==> config.mk <==
export PLATFORM = sky130hd
export DESIGN_NAME = dtlb
export DESIGN_NICKNAME = d
export VERILOG_FILES = /design/src/verilog/lsu_pkg.sv /design/src/verilog/dtlb.sv
export SDC_FILE = /design/constraint.sdc
export NUM_CORES = 1
export LEC_CHECK = 0
export BUFFER_PORTS_ARGS = -buffer_cell sky130_fd_sc_hd__buf_2
export CAP_MARGIN = 20
export CORE_AREA = 4 4 100 149
export CTS_BUF_LIST = sky130_fd_sc_hd__clkbuf_8 sky130_fd_sc_hd__clkbuf_16
export CTS_CLUSTER_SIZE = 30
export DETAILED_ROUTE_END_ITERATION = 8
export DIE_AREA = 0 0 104 153
export GPL_TIMING_DRIVEN = 0
export PLACE_DENSITY_LB_ADDON = 0.1
export SYNTH_ARGS = -nofsm -noshare
export SYNTH_HDL_FRONTEND = slang
export SYNTH_SLANG_ARGS = --single-unit
==> constraint.sdc <==
create_clock -name clk -period 6.9 [get_ports clk]
set_input_delay 0.69 -clock clk [delete_from_list [all_inputs] [get_ports clk]]
set_output_delay 0.69 -clock clk [all_outputs]
set_load 0.005 [all_outputs]
==> src/verilog/lsu_pkg.sv <==
// Shared widths, access size codes, page geometry and exception vectors for the load/store path
package lsu_pkg;

   // Data and virtual address width
   localparam int DW = 32;
   localparam int AW = 32;

   // Physical address covers the 8 KB data RAM
   localparam int PAW = 13;

   // 4 KB pages
   localparam int PAGE_BITS = 12;

   // Virtual page number, upper bits of the virtual address
   localparam int VPN_W = AW - PAGE_BITS;

   // Physical page number, only two pages of RAM
   localparam int PPN_W = PAW - PAGE_BITS;

   // Fully associative data TLB
   localparam int TLB_ENTRIES = 4;
   localparam int TLB_IDX_W = 2;

   // Access size codes on the command buses
   localparam logic [2:0] SIZE_BYTE = 3'd1;
   localparam logic [2:0] SIZE_HALF = 3'd2;
   localparam logic [2:0] SIZE_WORD = 3'd3;

   // Exception vector width
   localparam int VECT_DW = 8;

   // Data TLB miss
   localparam logic [VECT_DW-1:0] EDTM_VECTOR = 8'h14;

   // Data page fault, store to a read-only page
   localparam logic [VECT_DW-1:0] EDPF_VECTOR = 8'h18;

   // Exception target is a word address
   localparam int EXP_TGT_W = AW - 2;

endpackage

==> src/verilog/dtlb.sv <==
// Four-entry data TLB: translates one virtual command into a registered physical command
`timescale 1ns/1ps

module dtlb (
   input  logic                           clk,
   input  logic                           rst_n,
   // Fill port from the testbench side
   input  logic                           tlb_we,
   input  logic [lsu_pkg::TLB_IDX_W-1:0]  tlb_idx,
   input  logic [lsu_pkg::VPN_W-1:0]      tlb_vpn,
   input  logic [lsu_pkg::PPN_W-1:0]      tlb_ppn,
   input  logic                           tlb_writable,
   // Virtual command in
   input  logic                           vcmd_valid,
   output logic                           vcmd_ready,
   input  logic [lsu_pkg::AW-1:0]         vcmd_addr,
   input  logic [2:0]                     vcmd_size,
   input  logic                           vcmd_we,
   input  logic [lsu_pkg::DW-1:0]         vcmd_din,
   // Physical command out
   output logic                           pcmd_valid,
   input  logic                           pcmd_ready,
   output logic [lsu_pkg::PAW-1:0]        pcmd_addr,
   output logic [2:0]                     pcmd_size,
   output logic                           pcmd_we,
   output logic [lsu_pkg::DW-1:0]         pcmd_din,
   // Faults and flush
   output logic                           exp_tlb_miss,
   output logic                           exp_page_fault,
   input  logic                           exp_taken,
   input  logic                           flush_ack
);
   import lsu_pkg::*;

   // Entry storage
   logic [TLB_ENTRIES-1:0] ent_valid;
   logic [TLB_ENTRIES-1:0] ent_writable;
   logic [VPN_W-1:0]       ent_vpn [TLB_ENTRIES];
   logic [PPN_W-1:0]       ent_ppn [TLB_ENTRIES];

   // Lookup
   logic [VPN_W-1:0]       req_vpn;
   logic [TLB_ENTRIES-1:0] hit_vec;
   logic                   hit;
   logic [PPN_W-1:0]       hit_ppn;
   logic                   hit_writable;

   logic                   hds_vcmd;
   logic                   hds_pcmd;
   logic                   hds_exp;

   // Entries become valid on fill, no invalidate
   always_ff @(posedge clk) begin
      if (!rst_n) begin
         ent_valid <= '0;
      end else if (tlb_we) begin
         ent_valid[tlb_idx] <= 1'b1;
      end
   end

   always_ff @(posedge clk) begin
      if (tlb_we) begin
         ent_vpn[tlb_idx]      <= tlb_vpn;
         ent_ppn[tlb_idx]      <= tlb_ppn;
         ent_writable[tlb_idx] <= tlb_writable;
      end
   end

   assign req_vpn = vcmd_addr[AW-1:PAGE_BITS];

   // Compare against all entries at once
   // At most one entry is expected to match
   always_comb begin
      hit_ppn      = '0;
      hit_writable = 1'b0;
      for (int i = 0; i < TLB_ENTRIES; i++) begin
         hit_vec[i] = ent_valid[i] && (ent_vpn[i] == req_vpn);
         if (hit_vec[i]) begin
            hit_ppn      = hit_ppn | ent_ppn[i];
            hit_writable = hit_writable | ent_writable[i];
         end
      end
   end

   assign hit = |hit_vec;

   // Idle only when nothing is held
   assign vcmd_ready = ~(pcmd_valid | exp_tlb_miss | exp_page_fault);

   assign hds_vcmd = vcmd_valid & vcmd_ready;
   assign hds_pcmd = pcmd_valid & pcmd_ready;
   assign hds_exp  = exp_taken & flush_ack;

   // Outcome of a lookup: command, miss or write fault
   always_ff @(posedge clk) begin
      if (!rst_n) begin
         pcmd_valid     <= 1'b0;
         exp_tlb_miss   <= 1'b0;
         exp_page_fault <= 1'b0;
      end else begin
         if (hds_pcmd) begin
            pcmd_valid <= 1'b0;
         end
         // Flags held until the flush handshake
         if (hds_exp) begin
            exp_tlb_miss   <= 1'b0;
            exp_page_fault <= 1'b0;
         end
         if (hds_vcmd) begin
            if (!hit) begin
               exp_tlb_miss <= 1'b1;
            end else if (vcmd_we && !hit_writable) begin
               exp_page_fault <= 1'b1;
            end else begin
               pcmd_valid <= 1'b1;
            end
         end
      end
   end

   // Translated command, page offset kept as is
   always_ff @(posedge clk) begin
      if (hds_vcmd) begin
         pcmd_addr <= {hit_ppn, vcmd_addr[PAGE_BITS-1:0]};
         pcmd_size <= vcmd_size;
         pcmd_we   <= vcmd_we;
         pcmd_din  <= vcmd_din;
      end
   end

   // One fault kind at a time
   a_fault_mutex: assert property (
      @(posedge clk) disable iff (!rst_n)
      !(exp_tlb_miss && exp_page_fault)
   ) else $error("dtlb: miss and page fault raised together");

   // Fill must not map one virtual page into two entries
   a_single_hit: assert property (
      @(posedge clk) disable iff (!rst_n)
      hds_vcmd |-> $onehot0(hit_vec)
   ) else $error("dtlb: virtual page matches more than one entry");

endmodule

**After elaboration in Yosys (flattened, before gate mapping)**

Memory sizes are Yosys's and may differ from the RTL's.
Cells that the tools add are included.

- Bits in writable memories: 84
- Flip-flop bits (word level): 60
- Memories kept: 2
- Input port bits: 99

Memories:

| name | depth | width | rd ports | clocked after Yosys merged registers in | write ports | RTL line | text |
|---|---|---|---|---|---|---|---|
| ent_vpn | 4 | 20 | 4 | 0 | 1 | dtlb.sv:38 | `logic [VPN_W-1:0] ent_vpn [TLB_ENTRIES];` |
| ent_ppn | 4 | 1 | 4 | 0 | 1 | dtlb.sv:39 | `logic [PPN_W-1:0] ent_ppn [TLB_ENTRIES];` |

- Reductions and logical operators: 8
- $lt $le $gt $ge: 2
- Mux-type cells: 24
- Bitwise gates (word level): 13
- Equal/unequal tests: 4

Operators by type and width:

| operator | number |
|---|---|
| equality test 20 bit | 4 |
| 2-to-1 mux 1 bit | 22 |
| bitwise OR 1 bit | 8 |
| logical AND 1 bit | 6 |
| bitwise mux 4 bit | 1 |
| bitwise OR 4 bit | 1 |
| OR reduction 4 bit | 1 |
| bitwise AND 1 bit | 3 |
| < comparator 2 x 3 -> 1 bit (second input constant) | 1 |
| demux 1 bit (select 2 bit) | 1 |
| greater-or-equal comparator 2 x 1 -> 1 bit (second input constant) | 1 |
| logical NOT 1 bit | 1 |
| inverter 1 bit | 1 |

**Depth between registers and ports, before layout**

- Word-level depth: 14
- Depth in mapped cells: 7
- Mapped depth without buffers: 6

**Worst setup path before layout**

OpenSTA, ideal clock, no wires.

- Kind: input to register
- Start point: input port tlb_idx[0] (netlist bit)
- End point: memory ent_ppn[0] (netlist bit) (enable)
- Buffers on the path: 0
- Arrival time: 2429 ps
- Required time: 6464 ps
- Setup time: 436 ps
- Stages on the path: 1
- Path slack: 4035 ps
- Path through: nor3b_1

RTL lines:

| element | RTL line | text |
|---|---|---|
| start: declaration | dtlb.sv:9 | `input logic [lsu_pkg::TLB_IDX_W-1:0] tlb_idx,` |
| end: declaration | dtlb.sv:39 |  |

No word-level cell before the write port.

**Final worst setup path**

- Start point: input port vcmd_addr[16] (netlist bit)
- End point: register pcmd_valid

- Word-level cells in the longest chain between the ends: 14
- Elaborated cells between the ends (all ways): 21
- Those cells by class: eq/ne (4); mux (7); bitwise (3); reduce/logical (7)

Ends and longest elaborated chain:

| element | RTL line | text |
|---|---|---|
| start: declaration | dtlb.sv:16 | `input logic [lsu_pkg::AW-1:0] vcmd_addr,` |
| equality test 20 bit | dtlb.sv:77 | `hit_vec[i] = ent_valid[i] && (ent_vpn[i] == req_vpn);` |
| logical AND 1 bit | dtlb.sv:77 |  |
| 2-to-1 mux 1 bit | dtlb.sv:78 | `if (hit_vec[i]) begin` |
| bitwise OR 1 bit | dtlb.sv:80 | `hit_writable = hit_writable \| ent_writable[i];` |
| 2-to-1 mux 1 bit | dtlb.sv:78 |  |
| bitwise OR 1 bit | dtlb.sv:80 |  |
| 2-to-1 mux 1 bit | dtlb.sv:78 |  |
| bitwise OR 1 bit | dtlb.sv:80 |  |
| 2-to-1 mux 1 bit | dtlb.sv:78 |  |
| logical NOT 1 bit | dtlb.sv:112 | `end else if (vcmd_we && !hit_writable) begin` |
| logical AND 1 bit | dtlb.sv:112 |  |
| 2-to-1 mux 1 bit | dtlb.sv:112 |  |
| 2-to-1 mux 1 bit * | dtlb.sv:110 | `if (!hit) begin` |
| 2-to-1 mux 1 bit * | dtlb.sv:109 | `if (hds_vcmd) begin` |
| end signal: assignment | dtlb.sv:97 | `pcmd_valid <= 1'b0;` |
| end signal: assignment | dtlb.sv:102 | `pcmd_valid <= 1'b0;` |
| end signal: assignment | dtlb.sv:115 | `pcmd_valid <= 1'b1;` |
| end: declaration | dtlb.sv:21 | `output logic pcmd_valid,` |

Mark *: on every way between the ends. The rest lies on a longest branch, timed or not.
A chain may end at the register's enable or synchronous reset.

==> results.md <==
* Result of the run: complete, no violations
* Post-detail-place hpwl at 10,400 um
* Critical path fanouts, max at 4
* Setup_tns at 0 ns
* DRT Pass-1 Iters at 4
* Part of the Yosys area used for sequential elements at 75.9%
* Hold buffer count at cts at 0
* Cell type of the slowest stage on the worst timing path: a2111oi_0
* Number of global-route vias before repair at 3,661
* Avg Inst Size Synth at 16.9 um^2
* Global-route congestion overflow total at 0
* Starting DRT DRC Count at 145
* Distinct cells, synth at 40
* Post-CTS resize count at 0
* Highest layer used for signal routing: met4
* Clock latency of the later-clocked register in the worst-skew pair at 0.41 ns
* Root buffer selected by CTS: clkbuf_16
* Crit. End Element: register
* Via-per-instance ratio at 5.12
* Effective utilization at floorplan at 41.4%
* Vias after detailed routing at 3,476
* Total Power Consumption at 2.14 mW
* Area share of the leading cell type in the synthesized netlist at 73.4%
* Syn-to-layout area delta at 29.7%
* Yosys reg bits at 144
* Leakage dissipation at 2.68 nW
* Std-Cell Rows at 52
* Dominant register cell in the synthesized netlist: edfxtp_1
* Post-layout utilization of the core at 53.7%
* Critical Path AT at 2.55 ns
* First-pass GRT wire length at 20,600 um
* Metal2 WL at 7240 um
* RSZ-0062 raised after global routing: false
* Clock buffer count from CTS at 17
* GRT Overall Usage at 17.2%
* Clock tree from TritonCTS: done
* Top cells by area, synth: edfxtp_1 (73%), xnor2_1 (6.3%), xor2_1 (5.8%), dfxtp_1 (2.5%), nand4_1 (1.9%)
* Floorplan core area at 13,500 um^2
* Ratio of final minimum period to clock period at 31.9%
* DR WL met3 at 914 um
* Count of flip-flops with a built-in enable after synthesis at 137
* Count of pins on the block boundary at 152
* Hold slack final at 0.447 ns
* Routed metal-1 wire length at 5160 um
* Total placed cells including tap cells at 647
* Fraction of final layout cells with drive strength greater than 1 at 36.4%
* Port buffer count at 149
* Worst slew pin tran at 0.893 ns
* Final Max Slew Viols at 0
* Share of async-settable or async-resettable flops after synthesis at 0%
* Final setup vio count at 0
* Routability-driven placement congestion ratio at 0.827
* Max VDD drop at 156 uV
* DIE AREA at 15,900 um^2
* Required time of the critical path at 7.25 ns
* Final antenna diode count at 0
* Achievable clock frequency at 0.454 GHz
* Category of the worst setup path launch point: input pin
* Post-CTS clock slew at the launch and capture registers of the worst setup and hold paths at 0.06 ns
* Min cycle time layout at 2.20 ns
* Critical path cell sequence: buf_2, xnor2_1, nand2_1, a2111oi_0, a22o_1, o311ai_1, o21ai_1
* Gate count after technology mapping at 331
* Drt wl/cell at 19.9 um
* Post-Syn Nets at 430
* Post-synthesis instance area at 5610 um^2
* Class of the worst hold path: input pin to register
* Residual antenna-violating net count after detailed routing at 0
* Max-cap violations at 0
* Number of DRC violations after detailed routing at 0
* Final wirelength at 13,500 um
* Antenna violations before repair at 0
* Height of the die at 153 um
* Pwr/cell area at 295 nW/um^2
* Clock tree skew after final layout at 0.00568 ns
* Number of hold violations in the final report at 0
* Cell taking the most area after synthesis: edfxtp_1
* Largest net degree at the start of global routing at 30
* Worst relative slew slack at 38.9%
* Number of sinks handled by clock tree synthesis at 144
* Number of buffers on the longest clock path at 2
* Buffer count from post-CTS setup fixing at 0
* Count of non-filler cells in the finished layout at 679
* Slowest Stage Delay on Critical Path at 0.78 ns
* Setup CP Type: input pin to register
* H-tree depth reported by CTS at 4
* Number of warnings printed during yosys synthesis at 0
* Post-layout net count at 603
* Die width at 104 um
==> worst paths after layout <==
path,slack (ns),from,end,cells past startpoint
min reg2reg,0.49,exp_tlb_miss,exp_tlb_miss,2
min,0.45,vcmd_size[0],pcmd_size[0],1
max,4.70,vcmd_addr[16],pcmd_valid,7
max reg2reg,4.73,ent_vpn[0][4],pcmd_valid,6
==> synth_stat cells (all sizes together), types with 2 or more instances <==
cell type / number
and3: 2
dfxtp: 7
xor2: 37
nand2: 11
nor4: 15
nor3: 5
nand4b: 2
o21a: 4
xnor2: 40
nand4: 17
o21ai: 3
edfxtp: 137
nand3: 10
or4: 2
nor4b: 2
nand2b: 4
o2111ai: 2
inv: 7
nor2: 3
or3: 2
nor3b: 2
==> cell families (layout without fill, tap and decap cells) <==
kind of cell | count (synthesis) | in the layout | synth area share, %
AOI/OAI and AO/OA | 17 | 17 | 2.37
buffers and inverters | 9 | 195 | 0.625
DFF | 144 | 144 | 75.9
xor gates and xnor gates | 77 | 77 | 12.0
and+or+nand+nor | 84 | 84 | 9.08
==> power breakdown <==
part           total [mW]  internal (mW)  switching [mW]
Clock               0.952          0.603           0.349
Sequential           1.02           1.01          0.0147
Combinational       0.165         0.0683          0.0971
==> critical path: cells and delay by family <==
kind | cells | cell delay, ns
AO/OA/AOI/OAI | 4 | 1.27
XOR/XNOR | 1 | 0.34
buffers and inverters | 1 | 0.14
AND/OR/NAND/NOR | 1 | 0.09
==> flip-flops by register name, summed over array words and instances (netlist names) <==
signal / flops
exp_tlb_miss: 1
ent_valid: 4
pcmd_valid: 1
pcmd_din: 32
pcmd_size: 3
pcmd_addr: 13
pcmd_we: 1
exp_page_fault: 1
ent_writable: 4
ent_vpn: 80
ent_ppn: 4
==> layout make-up <==
| class | instances | area (um^2) |
|---|---|---|
| clock buffer | 17 | 425 |
| multi-input combinational | 178 | 1330 |
| tap | 162 | 203 |
| buffer | 2 | 8.76 |
| sequential | 144 | 4250 |
| clock inverter | 15 | 194 |
| timing repair buffer | 154 | 831 |
| fill | 1107 | 6260 |
| inverter | 7 | 26.3 |
==> stage by stage <==
step	setup WS [ns]	cell area, um^2
global placement	2.31	6550
floorplan	4.04	5610
finish	4.70	7270
detailed placement	4.18	6650
global route	4.62	7270
CTS	4.63	7270
==> cell usage in the layout, fill, tap and decap left out, types with 2 or more instances in the layout <==
master | Yosys | layout
nand2b_1 | 4 | 4
buf_6 | 0 | 2
clkinvlp_4 | 0 | 3
inv_6 | 0 | 2
o21a_1 | 4 | 4
o2111ai_1 | 2 | 2
nand4b_1 | 2 | 2
nand2_1 | 11 | 11
nor4b_1 | 2 | 2
nand4_1 | 17 | 17
clkbuf_16 | 0 | 17
xor2_1 | 37 | 37
nor3_1 | 5 | 5
and3_1 | 2 | 2
xnor2_1 | 40 | 40
edfxtp_1 | 137 | 137
dfxtp_1 | 7 | 7
bufinv_16 | 0 | 4
or3_1 | 2 | 2
or4_1 | 2 | 2
nor2_1 | 3 | 2
nand3_1 | 10 | 10
nor4_1 | 14 | 14
inv_1 | 7 | 9
o21ai_1 | 2 | 2
buf_2 | 1 | 150
clkinv_4 | 0 | 2
==> per-layer routing <==
layer,track usage [%],up-vias
met5,0,-
met2,31.7,159
met3,4.98,15
li1,-,1628
met1,18.8,1674
met4,5.89,0
Power figures use the tool's default switching activity.
