==> config.mk <==
export PLATFORM = sky130hd
export DESIGN_NAME = mem_unit
export DESIGN_NICKNAME = d
export VERILOG_FILES = /design/src/verilog/lsu_pkg.sv /design/src/verilog/mem_unit.sv
export SDC_FILE = /design/constraint.sdc
export NUM_CORES = 1
export LEC_CHECK = 0
export ABC_CLOCK_PERIOD_IN_PS = 6700
export BUFFER_PORTS_ARGS = -buffer_cell sky130_fd_sc_hd__buf_2
export CAP_MARGIN = 20
export CORE_AREA = 2 2 121 123
export CTS_CLUSTER_DIAMETER = 30
export DETAILED_ROUTE_END_ITERATION = 10
export DIE_AREA = 0 0 123 125
export PLACE_DENSITY_LB_ADDON = 0.2
export SYNTH_ARGS = -nofsm -noshare
export SYNTH_HDL_FRONTEND = slang
export SYNTH_SLANG_ARGS = --single-unit
==> constraint.sdc <==
create_clock -name clk -period 6.7 [get_ports clk]
set_clock_uncertainty 0.2 [all_clocks]
set_input_delay 0.67 -clock clk [delete_from_list [all_inputs] [get_ports clk]]
set_output_delay 0.67 -clock clk [all_outputs]
set_load 0.05 [all_outputs]
==> src/verilog/lsu_pkg.sv <==
// Shared widths, access size codes, page geometry and exception vectors for the load/store path
package lsu_pkg;

   // Data and virtual address width
   localparam int DW = 32;
   localparam int AW = 32;

   // Physical address covers the 8 KB data RAM
   localparam int PAW = 13;

   // 4 KB pages
   localparam int PAGE_BITS = 12;

   // Virtual page number, upper bits of the virtual address
   localparam int VPN_W = AW - PAGE_BITS;

   // Physical page number, only two pages of RAM
   localparam int PPN_W = PAW - PAGE_BITS;

   // Fully associative data TLB
   localparam int TLB_ENTRIES = 4;
   localparam int TLB_IDX_W = 2;

   // Access size codes on the command buses
   localparam logic [2:0] SIZE_BYTE = 3'd1;
   localparam logic [2:0] SIZE_HALF = 3'd2;
   localparam logic [2:0] SIZE_WORD = 3'd3;

   // Exception vector width
   localparam int VECT_DW = 8;

   // Data TLB miss
   localparam logic [VECT_DW-1:0] EDTM_VECTOR = 8'h14;

   // Data page fault, store to a read-only page
   localparam logic [VECT_DW-1:0] EDPF_VECTOR = 8'h18;

   // Exception target is a word address
   localparam int EXP_TGT_W = AW - 2;

endpackage

==> src/verilog/mem_unit.sv <==
// Memory unit: forms the address, issues one bus command at a time and extends load data
`timescale 1ns/1ps

module mem_unit (
   input  logic                           clk,
   input  logic                           rst_n,
   // Operation issue from execute
   input  logic                           op_valid,
   output logic                           op_ready,
   input  logic [lsu_pkg::DW-1:0]         operand_1,
   input  logic [lsu_pkg::DW-1:0]         operand_2,
   input  logic [lsu_pkg::DW-1:0]         operand_3,
   input  logic                           op_load,
   input  logic                           op_store,
   input  logic                           op_sign_ext,
   input  logic [2:0]                     op_load_size,
   input  logic [2:0]                     op_store_size,
   // Write-back
   output logic                           wb_valid,
   input  logic                           wb_ready,
   output logic [lsu_pkg::DW-1:0]         load_data,
   // Exception and flush
   input  logic                           flush_ack,
   output logic                           exp_taken,
   output logic [lsu_pkg::EXP_TGT_W-1:0]  exp_tgt,
   output logic [lsu_pkg::AW-1:0]         lsa,
   // Virtual command bus toward the TLB
   output logic                           vcmd_valid,
   input  logic                           vcmd_ready,
   output logic [lsu_pkg::AW-1:0]         vcmd_addr,
   output logic [2:0]                     vcmd_size,
   output logic                           vcmd_we,
   output logic [lsu_pkg::DW-1:0]         vcmd_din,
   // Response from the data RAM
   input  logic                           rsp_valid,
   output logic                           rsp_ready,
   input  logic [lsu_pkg::DW-1:0]         rsp_data,
   // Translation faults
   input  logic                           exp_tlb_miss,
   input  logic                           exp_page_fault
);
   import lsu_pkg::*;

   logic                 mem_op;
   logic                 hds_vcmd;
   logic                 hds_wb;
   logic                 hds_exp;
   logic                 exp_raised;
   logic                 pending_r;
   logic [VECT_DW-1:0]   exp_vector;

   // Load or store, anything else passes straight through
   assign mem_op = op_load | op_store;

   // Handshakes
   assign hds_vcmd = vcmd_valid & vcmd_ready;
   assign hds_wb   = wb_valid & wb_ready;

   // Virtual address, also reported for faults
   assign lsa = operand_1 + operand_2;

   // Bus command straight from the operands
   assign vcmd_addr = lsa;
   assign vcmd_we   = op_store;
   assign vcmd_din  = operand_3;

   // Size follows the kind of access
   always_comb begin
      if (op_store) begin
         vcmd_size = op_store_size;
      end else if (op_load) begin
         vcmd_size = op_load_size;
      end else begin
         vcmd_size = 3'd0;
      end
   end

   // Either fault from the TLB
   assign exp_raised = exp_tlb_miss | exp_page_fault;

   // Faults only belong to us while an access is outstanding
   assign exp_taken = pending_r & exp_raised;
   assign hds_exp   = exp_taken & flush_ack;

   // Pending FSM
   // Set at the command handshake, cleared by write-back or flush
   always_ff @(posedge clk) begin
      if (!rst_n) begin
         pending_r <= 1'b0;
      end else if (!pending_r && hds_vcmd) begin
         pending_r <= 1'b1;
      end else if (pending_r && (hds_wb || hds_exp)) begin
         pending_r <= 1'b0;
      end
   end

   // Only one command outstanding
   assign vcmd_valid = op_valid & mem_op & ~pending_r;

   // Operands held until result accepted or fault taken
   assign op_ready = ~mem_op | hds_wb | exp_taken;

   // Response goes straight on to write-back
   assign wb_valid  = rsp_valid;
   assign rsp_ready = wb_ready;

   // Load extension
   // RAM already returns the bytes in the low lanes
   always_comb begin
      case (op_load_size)
         SIZE_BYTE: load_data = {{(DW-8){op_sign_ext & rsp_data[7]}}, rsp_data[7:0]};
         SIZE_HALF: load_data = {{(DW-16){op_sign_ext & rsp_data[15]}}, rsp_data[15:0]};
         default:   load_data = rsp_data;
      endcase
   end

   // Vector select, the TLB never raises both
   always_comb begin
      exp_vector = '0;
      if (exp_tlb_miss) begin
         exp_vector = EDTM_VECTOR;
      end else if (exp_page_fault) begin
         exp_vector = EDPF_VECTOR;
      end
   end

   // Target as a word address
   assign exp_tgt = {{(EXP_TGT_W-VECT_DW+2){1'b0}}, exp_vector[VECT_DW-1:2]};

   // Responses and faults only arrive for the access that is outstanding
   a_rsp_outstanding: assert property (
      @(posedge clk) disable iff (!rst_n)
      (rsp_valid || exp_raised) |-> pending_r
   ) else $error("mem_unit: response or fault without an outstanding access");

endmodule

Word-level counts from Yosys, hierarchy flattened
Cells that the tools add are included.
- bits in registers: 1
- bits of input ports: 146
- output and inout port bits: 167
- word-level logic and storage cells: 30
- add/subtract/negate cells: 1
- equal/unequal tests: 2
- muxes and demuxes: 7
- bitwise logic cells: 14
- reductions and logical operators: 5
- operators with widths (kind ; count):
    case mux 32 bit (2 select lines) ; 1
    adder 32 bit ; 1
    two-way mux 5 bit ; 2
    bitwise AND 1 bit ; 8
    two-way mux 3 bit ; 2
    OR 1 bit ; 4
    equality test 3 x 1 -> 1 bit (second input constant) ; 1
    equality test 3 x 2 -> 1 bit (second input constant) ; 1
    logical AND 1 bit ; 2
    two-way mux 1 bit ; 2
    inverter 1 bit ; 2
    nonzero test 2 bit ; 1
    zero test 1 bit ; 1
    logical OR 1 bit ; 1

Logic depth before layout (Yosys ltp)
Gate-level depths: netlist of the first run.
- depth in word-level cells: 7
- depth in mapped cells: 10

Worst setup path after synthesis of the first run
OpenSTA, ideal clock, no wires.
- path type: input -> output
- start: in operand_1[0] (netlist bit)
- end: out vcmd_addr[28] (netlist bit)
- arrival time: 3.655 ns
- path slack: 2.175 ns
- cell stages on the path: 10
- path buffers: 1
- cells stage by stage: ha_1 > fa_1 > a21o_1 > a221o_1 > a221oi_2 > nor3_1 > a21oi_1 > a21oi_1 > o32ai_1 > buf_4
- longest elaborated chain between the ends: 1
- ends and longest elaborated chain (element ; RTL line ; text):
    start: declaration ; mem_unit.sv:10 ; input logic [lsu_pkg::DW-1:0] operand_1,
    adder 32 bit ; mem_unit.sv:60 ; assign lsa = operand_1 + operand_2;
    end: declaration ; mem_unit.sv:30 ; output logic [lsu_pkg::AW-1:0] vcmd_addr,
No other way between the ends.

Worst setup path in the final report of the first run
- start: in operand_1[0] (netlist bit)
- end: out lsa[30] (netlist bit)
- longest elaborated chain between the ends: 1
- ends and longest elaborated chain (element ; RTL line ; text):
    adder 32 bit ; mem_unit.sv:60 ;
    end: declaration ; mem_unit.sv:26 ; output logic [lsu_pkg::AW-1:0] lsa,
No other way between the ends.

==> results.cfg, run 1 <==
[placed_design]
portBuffers = 207
preCtsSetupSlack_ps = 2350
gp_congestion = 0.817
half_perimeter_wire_length_after_detailed_placement_mm = 9.80
dp_cells = 695

[timing]
setup_viol_count_final = 0
fmax_mhz = 232
rsz0062_at_grt = false
timing.final.crit_period_ps = 4320
timing_worst_slew_pin_value_ps = 558
setup-tns-final_ps = 0
timing.final.ws_setup_ps = 2380
hold-worst-slack_ps = 378
drv_slew = 0
timing.final.hold_violations = 0
timing.final.crit_share_pct = 64.4
timing.max_slew.rel_slack_pct = 62.4

[grt]
grt_pass1_vias = 2923
first_pass_grt_wire_length_mm = 15.7
grt_overflow_total = 0
grt_start_max_net_pins = 17
grt_usage_pct = 12.8
grt_antenna_before_repair = 2

[floorplan]
std_cell_rows = 44
core_area_um2 = 14200
die_h_um = 125
dieArea_um2 = 15400
floorplan.io_pins = 313
dieWidth_um = 123
floorplan.initialDensity_pct = 20.0

[flow_run]
maxCapViolCount = 0

[finish]
layoutNonFillerInstCount = 695
synthToLayoutAreaGrowth_pct = 19.1
count_of_nets_after_finishing = 691
layout.cells.most_common_list = sky130_fd_sc_hd__buf_2 (207), sky130_fd_sc_hd__a21o_1 (48), sky130_fd_sc_hd__ha_1 (31), sky130_fd_sc_hd__nand2_1 (30), sky130_fd_sc_hd__a21oi_1 (29)
top_register = pending_r
reg_top3 = pending_r: 1 flops
largest_register_ffs = 1
postLayoutCoreUtil_pct = 23.8
insertedDiodeCount = 0
layout-drive-gt1-share_pct = 41.9
final_common_cell = sky130_fd_sc_hd__buf_2

[power_and_ir_drop]
switching_share_pct = 75.9
share_seq_of_total_power_pct = 0.9
p_leak_nw = 1.98
power_frac_clock_pct = 0
p_per_area_nw_per_um2 = 225
power_report.internal_total_w = 0.000183
power.net_switching_w = 0.000578
vdd_ir_drop_max_mv = 0.0759
p_comb_share_pct = 99.1

[synth]
syn-cell-area_um2 = 2840
synthXorXnorAreaFrac_pct = 9.26
synth_adder_area_share_pct = 14.4
synth.avg_cell_area_um2 = 7.20
number_of_synthesized_register_bits = 1
synth_compound_gate_area_share_pct = 33.3
async_set_reset_flop_share_out_of_synthesis_pct = 0
postSynth.topFlopCell = sky130_fd_sc_hd__dfxtp_1
synth_simple_gate_area_share_pct = 12.7
syn-instance-count = 394
synth_edf_count = 0
multiplexer_area_fraction_after_synthesis_pct = 0
synth_top_family_by_area = compound AO/OA/AOI/OAI gates
yosys_warnings = 0
netlist-cell-type-count = 51
synth_sequential_area_ratio_pct = 0.706

[setup_path]
timing.critical_path.fanout_max = 3
crit_slowest_cell = sky130_fd_sc_hd__fa_1
worst_ep_arrival_time_ps = 3450
worstPathCellList = buf_2 -> ha_1 -> fa_1 -> a21o_1 -> a221oi_2 -> o31ai_2 -> a21oi_1 -> o41ai_2 -> a31oi_1 -> xnor2_1 -> buf_2
worst-endpoint-required_ps = 5830
critical_path.most_common_cell = sky130_fd_sc_hd__buf_2
startpoint_type = input port
critical_path.max_stage_delay_ps = 410
cp-startpoint = operand_1[0]
r2r-start = pending_r
timing.setup.critical_path_class = input port to output port
worst_setup_path_end_kind = output port
ff2ff_path_depth = 3

[detailed_routing]
vias = 3074
vias_per_cell = 4.42
ant_nets = 0
initial_drt_markers = 94
drt-total-wl_mm = 10.8
detail_route.first_pass.iterations = 4
route.detailed.wl_per_inst_um = 15.5
met3_length_um = 885
route.top_layer_used = met5
remaining_drc_errors = 0
dr_wl_met2_mm = 5.74
wl_met1_mm = 4.14

[run_status]
status = complete, no violations

[cts]
cts.clk_slew.worst_paths_ps = 0
cts.hold.buffers_added = 0
postCtsSetupRepairBufs = 0
worst_skew_pair.late_latency_ps = 0
cts-resized-gates = 0

[worst_hold_path]
hold_start = pending_r
timing.hold.worst.class = register to register
holdPathStages = 2
[stage by stage]
| stage | cell area [um^2] | power [W] |
|---|---|---|
| after global placement | 3380 | 0.000768 |
| after global routing | 3380 | 0.000807 |
| after floorplan | 2930 | 0.000723 |
| after CTS | 3380 | 0.000769 |
| final | 3380 | 0.000761 |
| after detailed placement | 3380 | 0.000767 |
[cells in the mapped netlist, types with 6 or more instances]
master,number,area [um^2]
sky130_fd_sc_hd__o21ai_0,13,65.1
sky130_fd_sc_hd__a21oi_1,29,145
sky130_fd_sc_hd__buf_4,103,773
sky130_fd_sc_hd__xor2_1,13,114
sky130_fd_sc_hd__nand2_1,30,113
sky130_fd_sc_hd__and3_1,7,43.8
sky130_fd_sc_hd__o21ai_1,6,30.0
sky130_fd_sc_hd__a21o_1,48,360
sky130_fd_sc_hd__ha_1,31,388
sky130_fd_sc_hd__nor2_1,11,41.3
sky130_fd_sc_hd__xnor2_1,17,149
sky130_fd_sc_hd__clkbuf_1,13,48.8
sky130_fd_sc_hd__a31oi_1,7,43.8
[power groups by stage]
stage                     Sequential (W)  Combinational (W)  Clock, W
after floorplan               0.00000655           0.000717         0
after global placement        0.00000659           0.000762         0
after detailed placement      0.00000662           0.000760         0
after CTS                     0.00000663           0.000762         0
after global routing          0.00000672           0.000800         0
final                         0.00000666           0.000754         0
[area by class of cell]
cell class / count / area, um^2
flip-flops and latches: 1 / 20.0
inverters: 4 / 15.0
fillers: 1655 / 10800
repair buffers: 207 / 1040
well taps: 184 / 230
multi-input cells: 299 / 2080
[worst max-delay path, delay by kind of cell]
family	cells	cell delay [ps]
compound gates	6	1560
xor+xnor	1	170
fa+ha+maj	2	640
buf+inv	2	400
[layer usage]
layer | vias to the layer above | global-route usage, %
met5 | - | 0
met4 | 2 | 0.267
met3 | 8 | 2.51
met2 | 169 | 25.7
met1 | 1377 | 14.2
li1 | 1518 | -
[kinds of logic (layout without fill, tap and decap cells)]
| logic type | Yosys count | in the layout |
|---|---|---|
| and+or+nand+nor | 74 | 74 |
| DFF | 1 | 1 |
| buffers and inverters | 120 | 211 |
| other | 1 | 27 |
| adders and majority gates | 32 | 32 |
| AOI/OAI and AO/OA | 136 | 136 |
| xor gates and xnor gates | 30 | 30 |
[path summary, 6_finish.rpt]
check,slack (ps),end
setup / recovery,2380,lsa[30]
hold / removal,380,pending_r
setup reg to reg,5660,pending_r
hold reg to reg,380,pending_r
Note: power is estimated with default switching activity, not from simulation.
==> inputs of run 2 (changes only) <==
Settings changed: ABC_AREA set to 1, ABC_CLOCK_PERIOD_IN_PS 6700 to 3500, CORE_AREA 2 2 121 123 to 2 2 122 124, DIE_AREA 0 0 123 125 to 0 0 124 126.
Clock period 6.7 ns to 3.5 ns, I/O delays scaled along.
==> run 2 against run 1 <==
  * Area after synthesis is 24% higher
  * Utilization rose by 4.9 points
  * Final cell count increased by 43%
  * Synthesized cell count rose by 74%
  * Setup slack got worse by 1600 ps
  * Die area grew 1.6%
  * Combinational power up 84%
  * Sequential share of layout area is 0.10 points lower
==> results.cfg, run 2 <==
[finish]
multiInputGateArea_um2 = 2360
nFillCells = 1740
layout.cells.most_common_list = sky130_fd_sc_hd__nand2_1 (269), sky130_fd_sc_hd__buf_2 (207), sky130_fd_sc_hd__inv_1 (119), sky130_fd_sc_hd__nand3_1 (47), sky130_fd_sc_hd__nor2_1 (43)
synthToLayoutAreaGrowth_pct = 16.3
insertedDiodeCount = 0
top_register = pending_r
final_common_cell = sky130_fd_sc_hd__nand2_1
register_area_um2 = 20.0
layoutNonFillerInstCount = 995
largest_register_ffs = 1
count_of_nets_after_finishing = 991
reg_top3 = pending_r: 1 flops
layout-drive-gt1-share_pct = 27.7
postLayoutCoreUtil_pct = 28.7

[synth]
yosys_warnings = 0
netlist-cell-type-count = 27
syn-cell-area_um2 = 3530
yosysMostFrequentCell = sky130_fd_sc_hd__nand2_1
post_synth_top_area_cell = sky130_fd_sc_hd__nand2_1
synth.avg_cell_area_um2 = 5.15
synth_commonest_cells = sky130_fd_sc_hd__nand2_1 (269), sky130_fd_sc_hd__inv_1 (119), sky130_fd_sc_hd__buf_4 (103)
postSynth.topFlopCell = sky130_fd_sc_hd__dfxtp_1
post_synth_main_area_contributors = sky130_fd_sc_hd__nand2_1 (29%), sky130_fd_sc_hd__buf_4 (22%), sky130_fd_sc_hd__inv_1 (13%), sky130_fd_sc_hd__ha_1 (11%), sky130_fd_sc_hd__nand3_1 (6.7%)
synth_sequential_area_ratio_pct = 0.568
synth_edf_count = 0
syn-instance-count = 685
number_of_synthesized_register_bits = 1
synth_top_area_share_pct = 28.6
async_set_reset_flop_share_out_of_synthesis_pct = 0

[setup_path]
ff2ff_path_depth = 3
r2r-start = pending_r
critical_path.reg2reg.endpoint = pending_r
worst_ep_arrival_time_ps = 2210
worstPathCellList = buf_2 -> ha_1 -> fa_1 -> nand3_1 -> nand3_1 -> nand2_1 -> nand2_2 -> nand2_1 -> nand2_2 -> xor2_1 -> buf_2
worst-endpoint-required_ps = 2950
worst_setup_path_end_kind = output port
startpoint_type = input port
critical_path.max_stage_delay_ps = 460
regToRegSetupSlack_ps = 2570
cp-startpoint = operand_1[0]
timing.setup.critical_path_class = input port to output port
crit_slowest_cell = sky130_fd_sc_hd__fa_1
timing.critical_path.fanout_max = 4

[detailed_routing]
vias_per_cell = 4.04
vias = 4019
route.detailed.wl_per_inst_um = 11.1
detail_route.first_pass.iterations = 4
drt-total-wl_mm = 11.0
remaining_drc_errors = 0
initial_drt_markers = 176
ant_nets = 0

[placed_design]
gp_congestion = 0.850
half_perimeter_wire_length_after_detailed_placement_mm = 10.1
portBuffers = 207
dp_cells = 995

[worst_hold_path]
holdPathStages = 2
whs_endpoint = pending_r
timing.hold.worst.class = register to register
hold_start = pending_r

[floorplan]
floorplan.initialDensity_pct = 24.6
core_area_um2 = 14300
die_h_um = 126
floorplan.io_pins = 313
std_cell_rows = 44
dieWidth_um = 124
dieArea_um2 = 15600

[timing]
rsz0062_at_grt = false
setup_viol_count_final = 0
timing.final.hold_violations = 0
drv_slew = 0
timing_worst_slew_pin_value_ps = 499
timing.final.crit_period_ps = 2760
fmax_mhz = 362
timing.max_slew.rel_slack_pct = 66.7
timing.final.crit_share_pct = 79.0
setup-tns-final_ps = 0

[cts]
cts.hold.buffers_added = 0
postCtsSetupRepairBufs = 0
cts-resized-gates = 0
worst_skew_pair.late_latency_ps = 0
cts.clk_slew.worst_paths_ps = 0

[grt]
grt_antenna_before_repair = 0
grt_start_max_net_pins = 26
grt_overflow_total = 0
grt_usage_pct = 13.1
grt_pass1_vias = 3581
first_pass_grt_wire_length_mm = 16.8

[power_and_ir_drop]
vdd_ir_drop_max_mv = 0.173
p_per_area_nw_per_um2 = 343
total_power_w = 0.00141
p_leak_nw = 2.92

[flow_run]
maxCapViolCount = 0

[run_status]
status = complete, no violations
run 2: metrics by stage:
step / hold WS (ps) / cell area, um^2 / worst slack [ps]
final: 315 / 4100 / 736
after CTS: 322 / 4100 / 682
after global routing: 352 / 4100 / 515
after floorplan: 280 / 3620 / 352
after detailed placement: 322 / 4100 / 694
after global placement: 326 / 4100 / 710
run 2: cell type report:
cell class	count	share of cell area [%]
inverters	120	11.0
multi-input cells	483	57.7
flip-flops and latches	1	0.488
well taps	184	5.61
repair buffers	207	25.3
run 2: layer usage:
layer	share of wire (%)	up-vias	GRT usage, %
met4	1.3	0	1.72
met2	50	142	24.8
met1	43	1687	16.5
li1	-	2176	-
met5	0	-	0
met3	5.9	14	0.725
run 2: where the power goes:
part / switching, W / internal [W] / total (W) / leakage (nW)
Sequential: 0.000000461 / 0.0000122 / 0.0000127 / 0.00819
Combinational: 0.00108 / 0.000311 / 0.00139 / 2.91
Clock: 0 / 0 / 0 / 0
Total: 0.00108 / 0.000324 / 0.00141 / 2.92
run 2: worst max-delay path by stage:
stage / to / cells past startpoint
global route: lsa[28] / 13
detailed placement: vcmd_addr[12] / 11
finish: vcmd_addr[12] / 11
floorplan: vcmd_addr[12] / 10
CTS: vcmd_addr[12] / 11
global placement: vcmd_addr[12] / 11
run 2: cell families after synthesis:
logic type / count (synthesis) / synth area share (%)
AO/OA/AOI/OAI: 25 / 4.29
XOR/XNOR: 16 / 3.97
adder cells (fa/ha/maj): 32 / 11.6
buffers and inverters: 227 / 35.2
flip-flops: 1 / 0.568
other: 1 / 0.106
AND/OR/NAND/NOR: 383 / 44.3
run 2: worst max-delay path: cells and delay by family:
family / cells / cell delay, ps
xor+xnor: 1 / 220
fa+ha+maj: 2 / 690
buf+inv: 2 / 400
simple gates: 6 / 550
